[src/pad_ctrl_settings.svh]
// -------------------------------------------------
// Pad ring size, register map offsets and register
// reset values for the pad control subsystem.
// -------------------------------------------------
`ifndef PAD_CTRL_SETTINGS_SVH
`define PAD_CTRL_SETTINGS_SVH

`define PAD_NUM 8
`define PAD_MUX_NUM 5  // Muxable pads sit at the lowest indices.

`define PAD_REG_STRIDE 4  // Word-spaced registers.
`define PAD_ATTR_BASE 8'h00
`define PAD_MUX_BASE 8'h40

`define PAD_ATTR_RESET 8'h01  // Input enabled, no pulls.
`define PAD_MUX_RESET 4'h0  // Primary core function.

`endif
[src/pad_ctrl_pkg.sv]
// -------------------------------------------------
// Pad control types: attribute and mux words, bus
// fields, pad names and attribute bit positions.
// -------------------------------------------------
`default_nettype none

package pad_ctrl_pkg;

  typedef logic [7:0] pad_attr_t;
  typedef logic [3:0] pad_mux_t;
  typedef logic [4:0] pad_drv_t;  // Drive strength field.

  typedef logic [7:0] reg_addr_t;  // Byte address.
  typedef logic [31:0] reg_data_t;

  typedef enum logic [2:0] {
    UART_RX    = 3'd0,
    UART_TX    = 3'd1,
    EXIT_VALID = 3'd2,
    I2C_SCL    = 3'd3,
    I2C_SDA    = 3'd4,
    GPIO_0     = 3'd5,
    GPIO_1     = 3'd6,
    SPI_SCK    = 3'd7
  } pad_idx_e;

  // Attribute word layout.
  localparam int unsigned ATTR_IE_BIT = 0;
  localparam int unsigned ATTR_PU_BIT = 1;
  localparam int unsigned ATTR_PD_BIT = 2;
  localparam int unsigned ATTR_DRV_LSB = 3;

  localparam pad_mux_t MUX_PRIMARY = 4'd0;
  localparam pad_mux_t MUX_GPIO = 4'd1;  // Anything above is reserved.

endpackage

`default_nettype wire

[src/pad_reg_bus_if.sv]
// -------------------------------------------------
// Register bus between the top level and the pad
// control register file.
// -------------------------------------------------
`timescale 1ns/1ns
`default_nettype none

interface pad_reg_bus_if (
  input logic clk_i
);

  // One-cycle request strobe.
  logic                    valid;
  logic                    write;
  pad_ctrl_pkg::reg_addr_t addr;
  pad_ctrl_pkg::reg_data_t wdata;

  // Response exactly one cycle after the request.
  logic                    rsp_valid;
  pad_ctrl_pkg::reg_data_t rdata;
  logic                    error;

  modport host (
    input  clk_i,
    output valid, write, addr, wdata,
    input  rsp_valid, rdata, error
  );

  modport device (
    input  clk_i,
    input  valid, write, addr, wdata,
    output rsp_valid, rdata, error
  );

endinterface

`default_nettype wire

[src/pad_subsys_top.sv]
// -------------------------------------------------
// Pad subsystem top level: register bus, pad control
// and pad multiplexer.
// -------------------------------------------------
`timescale 1ns/1ns
`default_nettype none

`include "pad_ctrl_settings.svh"

module pad_subsys_top (
  input  logic                                  clk_i,
  input  logic                                  rst_n_i,

  // Register bus.
  input  logic                                  reg_valid_i,
  input  logic                                  reg_write_i,
  input  pad_ctrl_pkg::reg_addr_t               reg_addr_i,
  input  pad_ctrl_pkg::reg_data_t               reg_wdata_i,
  output logic                                  reg_rsp_valid_o,
  output pad_ctrl_pkg::reg_data_t               reg_rdata_o,
  output logic                                  reg_error_o,

  // Core, GPIO and pad side.
  input  logic [`PAD_NUM-1:0]                   core_out_i,
  input  logic [`PAD_NUM-1:0]                   core_oe_i,
  input  logic [`PAD_NUM-1:0]                   gpio_out_i,
  input  logic [`PAD_NUM-1:0]                   gpio_oe_i,
  input  logic [`PAD_NUM-1:0]                   pad_in_i,
  output logic [`PAD_NUM-1:0]                   pad_out_o,
  output logic [`PAD_NUM-1:0]                   pad_oe_o,
  output logic [`PAD_NUM-1:0]                   pad_pu_o,
  output logic [`PAD_NUM-1:0]                   pad_pd_o,
  output logic [`PAD_NUM-1:0]                   core_in_o,
  output pad_ctrl_pkg::pad_drv_t [`PAD_NUM-1:0] pad_drv_o
);

  pad_ctrl_pkg::pad_attr_t [`PAD_NUM-1:0] pad_attributes;
  pad_ctrl_pkg::pad_mux_t  [`PAD_NUM-1:0] pad_muxes;

  pad_reg_bus_if reg_bus (
    .clk_i (clk_i)
  );

  // Host side of the bus.
  assign reg_bus.valid = reg_valid_i;
  assign reg_bus.write = reg_write_i;
  assign reg_bus.addr = reg_addr_i;
  assign reg_bus.wdata = reg_wdata_i;
  assign reg_rsp_valid_o = reg_bus.rsp_valid;
  assign reg_rdata_o = reg_bus.rdata;
  assign reg_error_o = reg_bus.error;

  pad_control pad_control_inst (
    .clk_i            (clk_i),
    .rst_n_i          (rst_n_i),
    .bus              (reg_bus.device),
    .pad_attributes_o (pad_attributes),
    .pad_muxes_o      (pad_muxes)
  );

  pad_io_mux pad_io_mux_inst (
    .pad_attributes_i (pad_attributes),
    .pad_muxes_i      (pad_muxes),
    .core_out_i       (core_out_i),
    .core_oe_i        (core_oe_i),
    .gpio_out_i       (gpio_out_i),
    .gpio_oe_i        (gpio_oe_i),
    .pad_in_i         (pad_in_i),
    .pad_out_o        (pad_out_o),
    .pad_oe_o         (pad_oe_o),
    .pad_pu_o         (pad_pu_o),
    .pad_pd_o         (pad_pd_o),
    .core_in_o        (core_in_o),
    .pad_drv_o        (pad_drv_o)
  );

endmodule

`default_nettype wire

[src/pad_io_mux.sv]
// -------------------------------------------------
// Pad multiplexer: output source selection, input
// gating, pull resolution and drive strength.
// -------------------------------------------------
`timescale 1ns/1ns
`default_nettype none

`include "pad_ctrl_settings.svh"

module pad_io_mux (
  input  pad_ctrl_pkg::pad_attr_t [`PAD_NUM-1:0] pad_attributes_i,
  input  pad_ctrl_pkg::pad_mux_t  [`PAD_NUM-1:0] pad_muxes_i,
  input  logic [`PAD_NUM-1:0]                    core_out_i,
  input  logic [`PAD_NUM-1:0]                    core_oe_i,
  input  logic [`PAD_NUM-1:0]                    gpio_out_i,
  input  logic [`PAD_NUM-1:0]                    gpio_oe_i,
  input  logic [`PAD_NUM-1:0]                    pad_in_i,
  output logic [`PAD_NUM-1:0]                    pad_out_o,
  output logic [`PAD_NUM-1:0]                    pad_oe_o,
  output logic [`PAD_NUM-1:0]                    pad_pu_o,
  output logic [`PAD_NUM-1:0]                    pad_pd_o,
  output logic [`PAD_NUM-1:0]                    core_in_o,
  output pad_ctrl_pkg::pad_drv_t [`PAD_NUM-1:0]  pad_drv_o
);

  for (genvar i = 0; i < `PAD_NUM; i++) begin : g_pad
    pad_ctrl_pkg::pad_attr_t attr;
    logic                    sel_core;
    logic                    sel_gpio;
    logic                    pu_req;
    logic                    pd_req;

    assign attr = pad_attributes_i[i];

    if (i < `PAD_MUX_NUM) begin : g_muxed
      assign sel_core = (pad_muxes_i[i] == pad_ctrl_pkg::MUX_PRIMARY);
      assign sel_gpio = (pad_muxes_i[i] == pad_ctrl_pkg::MUX_GPIO);
    end else begin : g_fixed
      assign sel_core = 1'b1;  // Always the core function.
      assign sel_gpio = 1'b0;
    end

    // Reserved selects leave both terms low.
    assign pad_out_o[i] = (sel_core & core_out_i[i]) | (sel_gpio & gpio_out_i[i]);
    assign pad_oe_o[i] = (sel_core & core_oe_i[i]) | (sel_gpio & gpio_oe_i[i]);

    assign core_in_o[i] = pad_in_i[i] & attr[pad_ctrl_pkg::ATTR_IE_BIT];

    // Conflicting pulls cancel.
    assign pu_req = attr[pad_ctrl_pkg::ATTR_PU_BIT];
    assign pd_req = attr[pad_ctrl_pkg::ATTR_PD_BIT];
    assign pad_pu_o[i] = pu_req & ~pd_req;
    assign pad_pd_o[i] = pd_req & ~pu_req;

    assign pad_drv_o[i] = attr[pad_ctrl_pkg::ATTR_DRV_LSB +: $bits(pad_ctrl_pkg::pad_drv_t)];
  end

endmodule

`default_nettype wire

[src/pad_control.sv]
// -------------------------------------------------
// Pad control block: register file plus per-pad
// attribute and mux vectors.
// -------------------------------------------------
`timescale 1ns/1ns
`default_nettype none

`include "pad_ctrl_settings.svh"

module pad_control (
  input  logic                                   clk_i,
  input  logic                                   rst_n_i,
  pad_reg_bus_if.device                          bus,
  output pad_ctrl_pkg::pad_attr_t [`PAD_NUM-1:0] pad_attributes_o,
  output pad_ctrl_pkg::pad_mux_t  [`PAD_NUM-1:0] pad_muxes_o
);

  pad_ctrl_pkg::pad_attr_t [`PAD_NUM-1:0]     pad_attr;
  pad_ctrl_pkg::pad_mux_t  [`PAD_MUX_NUM-1:0] pad_mux;

  pad_control_reg_top pad_control_reg_top_inst (
    .clk_i      (clk_i),
    .rst_n_i    (rst_n_i),
    .bus        (bus),
    .pad_attr_o (pad_attr),
    .pad_mux_o  (pad_mux)
  );

  assign pad_attributes_o[pad_ctrl_pkg::UART_RX] = pad_attr[pad_ctrl_pkg::UART_RX];
  assign pad_attributes_o[pad_ctrl_pkg::UART_TX] = pad_attr[pad_ctrl_pkg::UART_TX];
  assign pad_attributes_o[pad_ctrl_pkg::EXIT_VALID] = pad_attr[pad_ctrl_pkg::EXIT_VALID];
  assign pad_attributes_o[pad_ctrl_pkg::I2C_SCL] = pad_attr[pad_ctrl_pkg::I2C_SCL];
  assign pad_attributes_o[pad_ctrl_pkg::I2C_SDA] = pad_attr[pad_ctrl_pkg::I2C_SDA];
  assign pad_attributes_o[pad_ctrl_pkg::GPIO_0] = pad_attr[pad_ctrl_pkg::GPIO_0];
  assign pad_attributes_o[pad_ctrl_pkg::GPIO_1] = pad_attr[pad_ctrl_pkg::GPIO_1];
  assign pad_attributes_o[pad_ctrl_pkg::SPI_SCK] = pad_attr[pad_ctrl_pkg::SPI_SCK];

  // One mux field per pad.
  for (genvar i = 0; i < `PAD_NUM; i++) begin : g_mux
    if (i < `PAD_MUX_NUM) begin : g_reg
      assign pad_muxes_o[i] = pad_mux[i];
    end else begin : g_fixed
      assign pad_muxes_o[i] = pad_ctrl_pkg::MUX_PRIMARY;  // No register.
    end
  end

endmodule

`default_nettype wire

[src/pad_control_reg_top.sv]
// -------------------------------------------------
// Pad control register file with address decode, the
// attribute and mux registers and the read response.
// -------------------------------------------------
`timescale 1ns/1ns
`default_nettype none

`include "pad_ctrl_settings.svh"

module pad_control_reg_top (
  input  logic                                       clk_i,
  input  logic                                       rst_n_i,
  pad_reg_bus_if.device                              bus,
  output pad_ctrl_pkg::pad_attr_t [`PAD_NUM-1:0]     pad_attr_o,
  output pad_ctrl_pkg::pad_mux_t  [`PAD_MUX_NUM-1:0] pad_mux_o
);

  localparam int unsigned IDX_W = $clog2(`PAD_NUM);
  localparam int unsigned OFS_W = $clog2(`PAD_REG_STRIDE);
  localparam int unsigned SPAN = `PAD_NUM * `PAD_REG_STRIDE;

  pad_ctrl_pkg::pad_attr_t [`PAD_NUM-1:0]     attr_q;
  pad_ctrl_pkg::pad_mux_t  [`PAD_MUX_NUM-1:0] mux_q;

  pad_ctrl_pkg::reg_addr_t attr_ofs;
  pad_ctrl_pkg::reg_addr_t mux_ofs;
  logic [IDX_W-1:0]        attr_idx;
  logic [IDX_W-1:0]        mux_idx;
  logic                    aligned;
  logic                    attr_hit;
  logic                    mux_hit;
  logic                    req_ok;
  logic                    wr_en;
  pad_ctrl_pkg::reg_data_t rd_data;

  logic                    rsp_valid_q;
  logic                    error_q;
  pad_ctrl_pkg::reg_data_t rdata_q;

  // Offsets wrap to large values below each base.
  assign attr_ofs = bus.addr - pad_ctrl_pkg::reg_addr_t'(`PAD_ATTR_BASE);
  assign mux_ofs = bus.addr - pad_ctrl_pkg::reg_addr_t'(`PAD_MUX_BASE);
  assign attr_idx = attr_ofs[OFS_W +: IDX_W];
  assign mux_idx = mux_ofs[OFS_W +: IDX_W];

  assign aligned = (bus.addr[OFS_W-1:0] == '0);
  assign attr_hit = aligned && (attr_ofs < pad_ctrl_pkg::reg_addr_t'(SPAN));
  assign mux_hit = aligned && (mux_ofs < pad_ctrl_pkg::reg_addr_t'(SPAN))
                   && (mux_idx < `PAD_MUX_NUM);  // No mux register above.
  assign req_ok = attr_hit || mux_hit;
  assign wr_en = bus.valid && bus.write && req_ok;

  always_comb begin
    rd_data = '0;  // Errors read as zero.
    if (attr_hit) begin
      rd_data = pad_ctrl_pkg::reg_data_t'(attr_q[attr_idx]);
    end else if (mux_hit) begin
      rd_data = pad_ctrl_pkg::reg_data_t'(mux_q[mux_idx]);
    end
  end

  always_ff @(posedge clk_i) begin
    if (!rst_n_i) begin
      attr_q <= {`PAD_NUM{pad_ctrl_pkg::pad_attr_t'(`PAD_ATTR_RESET)}};
      mux_q <= {`PAD_MUX_NUM{pad_ctrl_pkg::pad_mux_t'(`PAD_MUX_RESET)}};
    end else if (wr_en) begin
      if (attr_hit) begin
        attr_q[attr_idx] <= bus.wdata[$bits(pad_ctrl_pkg::pad_attr_t)-1:0];
      end else begin
        mux_q[mux_idx] <= bus.wdata[$bits(pad_ctrl_pkg::pad_mux_t)-1:0];
      end
    end
  end

  always_ff @(posedge clk_i) begin
    if (!rst_n_i) begin
      rsp_valid_q <= 1'b0;
      error_q <= 1'b0;
    end else begin
      rsp_valid_q <= bus.valid;
      if (bus.valid) begin
        error_q <= !req_ok;
      end
    end
  end

  // Write responses carry zero read data.
  always_ff @(posedge clk_i) begin
    if (bus.valid) begin
      rdata_q <= bus.write ? '0 : rd_data;
    end
  end

  assign bus.rsp_valid = rsp_valid_q;
  assign bus.rdata = rdata_q;
  assign bus.error = error_q;

  assign pad_attr_o = attr_q;
  assign pad_mux_o = mux_q;

endmodule

`default_nettype wire

[config.mk]
export PLATFORM = sky130hd
export DESIGN_NAME = pad_subsys_top
export DESIGN_NICKNAME = d
export VERILOG_FILES = /design/src/pad_ctrl_pkg.sv /design/src/pad_reg_bus_if.sv /design/src/pad_subsys_top.sv /design/src/pad_io_mux.sv /design/src/pad_control.sv /design/src/pad_control_reg_top.sv
export VERILOG_INCLUDE_DIRS = /design/src
export SDC_FILE = /design/constraint.sdc
export NUM_CORES = 1
export LEC_CHECK = 0
export BUFFER_PORTS_ARGS = -buffer_cell sky130_fd_sc_hd__buf_2
export CAP_MARGIN = 30
export CELL_PAD_IN_SITES_DETAIL_PLACEMENT = 0
export CELL_PAD_IN_SITES_GLOBAL_PLACEMENT = 1
export CORE_ASPECT_RATIO = 0.7
export CORE_MARGIN = 2
export CORE_UTILIZATION = 38
export CTS_CLUSTER_SIZE = 24
export DETAILED_ROUTE_END_ITERATION = 16
export GPL_TIMING_DRIVEN = 0
export PLACE_DENSITY_LB_ADDON = 0.2
export SLEW_MARGIN = 0
export SYNTH_ARGS = -nofsm -noshare
export SYNTH_HDL_FRONTEND = slang
export SYNTH_HIERARCHICAL = 1
export SYNTH_SLANG_ARGS = --single-unit
[constraint.sdc]
create_clock -name clk_i -period 2.7 [get_ports clk_i]
set_clock_uncertainty 0.2 [all_clocks]
set_input_delay 0.27 -clock clk_i [delete_from_list [all_inputs] [get_ports clk_i]]
set_output_delay 0.27 -clock clk_i [all_outputs]
set_load 0.005 [all_outputs]
==> summary.txt <==
Floorplanning
  • Die area: 0.0151 sq mm
  • Die Ht: 104 um
  • I/O pins: 198
  • Core area: 0.0139 sq mm
  • Starting Density: 38.8%
  • # rows: 36
  • Die Width: 146 um

STA
  • Final Hold Viols: 0
  • Slew @ Worst Pin: 1.04 ns
  • # setup viols final: 0
  • Worst slew margin: a little under a third
  • Fmax: around 390 MHz
  • Unrepaired setup endpoints after global routing: false
  • Period utilization: 94.3%
  • Max-slew violation count: 0
  • Final WS setup: 0.153 ns
  • Min Hold Slack: around 0.033 ns
  • Tmin final: 2.55 ns

GRT
  • GRT overflow: 0
  • Largest net degree at the start of global routing: 17
  • First-pass GRT wire length: 24,100 um
  • Initial antenna violation count: 0
  • Vias in the first global route: 4,121
  • Global Route Usage Sum: 20.7%

Clock network
  • CTS sink cnt: 94
  • Total CTS buffers: 9
  • CTS tree: yes
  • Clock slew at reported path FFs: ~0.070 ns
  • Post-CTS Setup Bufs: 0
  • Clk_lat worst skew: 0.35 ns
  • H-tree levels: 3
  • Clock Tree Buf Depth: 2
  • Root Buffer: clkbuf_16

Place
  • Final HPWL DP: around 12,000 um
  • Placed insts: 871
  • Pre-CTS setup slack: -0.522 ns
  • IO Port Bufs: 131
  • Routability congestion estimate: 0.818
  • Area post-placement: 0.00636 sq mm

Drt
  • 1st-iter DRT viols: ~250
  • DR DRC count: 0
  • Avg Vias per Cell: 4.89
  • Wire length per cell: 17.8 um
  • Final ANT Viol Nets: 0
  • DRT Pass-1 Iters: 5
  • Routed Wire Length: ~16,000 um
  • Via count: about 4,300

Cells and area
  • Finished Layout Cells: around 890
  • Final instance area: ~0.0067 sq mm
  • Layout cells sized above 1: 35.6%
  • # fillers: 1,360
  • Ant diodes: 0
  • Synth-to-Final Area Change: 24.0%
  • Final design utilization: between 40% and 50%
  • Nets: slightly below 800

Setup path
  • Critical path class: in2reg
  • CP Capture Type: flop
  • Crit path DAT: 2.41 ns
  • CP required: ~2.6 ns
  • Startpoint Class: input port
  • Crit-path max FO: 10

Hold path
  • Worst Hold Class: in2reg

Power
  • Pwr dens: roughly 450 mW/mm^2
  • Max rail drop VDD: 0.000301 V
  • Leak: 2.72 nW

Synthesis
  • YS warnings: 6
  • Avg Cell Area, Syn: 10.2 sq um
  • Synthesized instance count: 527
  • Cell Area, Synth: 0.00538 sq mm

Flow run
  • Max Cap Viol: 0

Status
  • Outcome: complete, no violations
## per-layer routing
metal,track usage [%],vias up,routed length [um]
li1,-,2087,-
met1,30.9,2018,7720
met2,30.0,211,6590
met3,4.80,20,1300
met4,5.41,0,205
met5,0,-,0
## worst max-delay path: stages
cell	delay, ns
clkbuf_1	0.41
clkbuf_1	0.46
clkinv_1	0.46
a31o_2	0.35
a221oi_1	0.31
o32ai_1	0.14
## where the power goes
group | switching, mW | leakage [nW] | total, mW | internal [mW]
clock | 0.560 | 0.155 | 1.31 | 0.751
combinational | 0.173 | 1.79 | 0.300 | 0.127
sequential | 0.00344 | 0.773 | 1.42 | 1.41
total | 0.737 | 2.72 | 3.03 | 2.29
## area by class of cell
cell class / instances / area [sq um] / share of cell area [%]
Clock inverter: 6 / 67.6 / 1.01
Sequential cell: 94 / 1960 / 29.4
Buffer: 103 / 674 / 10.1
Tap cell: 190 / 238 / 3.56
Timing Repair Buffer: 132 / 667 / 9.99
Multi-Input combinational cell: 348 / 2810 / 42.1
Clock buffer: 10 / 239 / 3.58
Inverter: 4 / 15.0 / 0.225
## stage by stage
stage                     total power [mW]  TNS, ns
after global placement                1.74    -2.83
after global routing                  3.13        0
after detailed placement              1.74    -4.26
final                                 3.03        0
after CTS                             3.05        0
after floorplan                       1.63        0
## state kept, by name, indices dropped and copies added, names as in the netlist
| register | cells |
|---|---|
| pad_control_inst/pad_control_reg_top_inst/bus.rsp_valid | 1 |
| pad_control_inst/pad_control_reg_top_inst/bus.error | 1 |
| pad_control_inst/pad_control_reg_top_inst/pad_mux_o | 20 |
| pad_control_inst/pad_control_reg_top_inst/pad_attr_o | 64 |
| pad_control_inst/pad_control_reg_top_inst/bus.rdata | 8 |
## placed cells by master, fill, tap and decap left out, types with 10 or more instances in the layout
master,n
buf_4,70
a21oi_1,10
nor4_4,13
buf_2,132
and2_1,11
clkbuf_1,22
dfxtp_1,86
mux2i_1,105
conb_1,24
nor2b_1,93
nor4_1,10
nand2_1,18
## final timing paths
path,startpoint,slack [ns],cells after the start,end
worst max-delay path,reg_addr_i[3],0.15,6,flop
worst min register to register,flop,0.31,2,flop
worst min-delay path,reg_wdata_i[0],0.03,3,flop
worst max register to register,flop,1.03,3,flop
## what timing repair did
action	CTS	global route
setup endpoints to repair	3	0
hold buffers	0	0
resized for setup	0	0
Power figures use the tool's default switching activity.
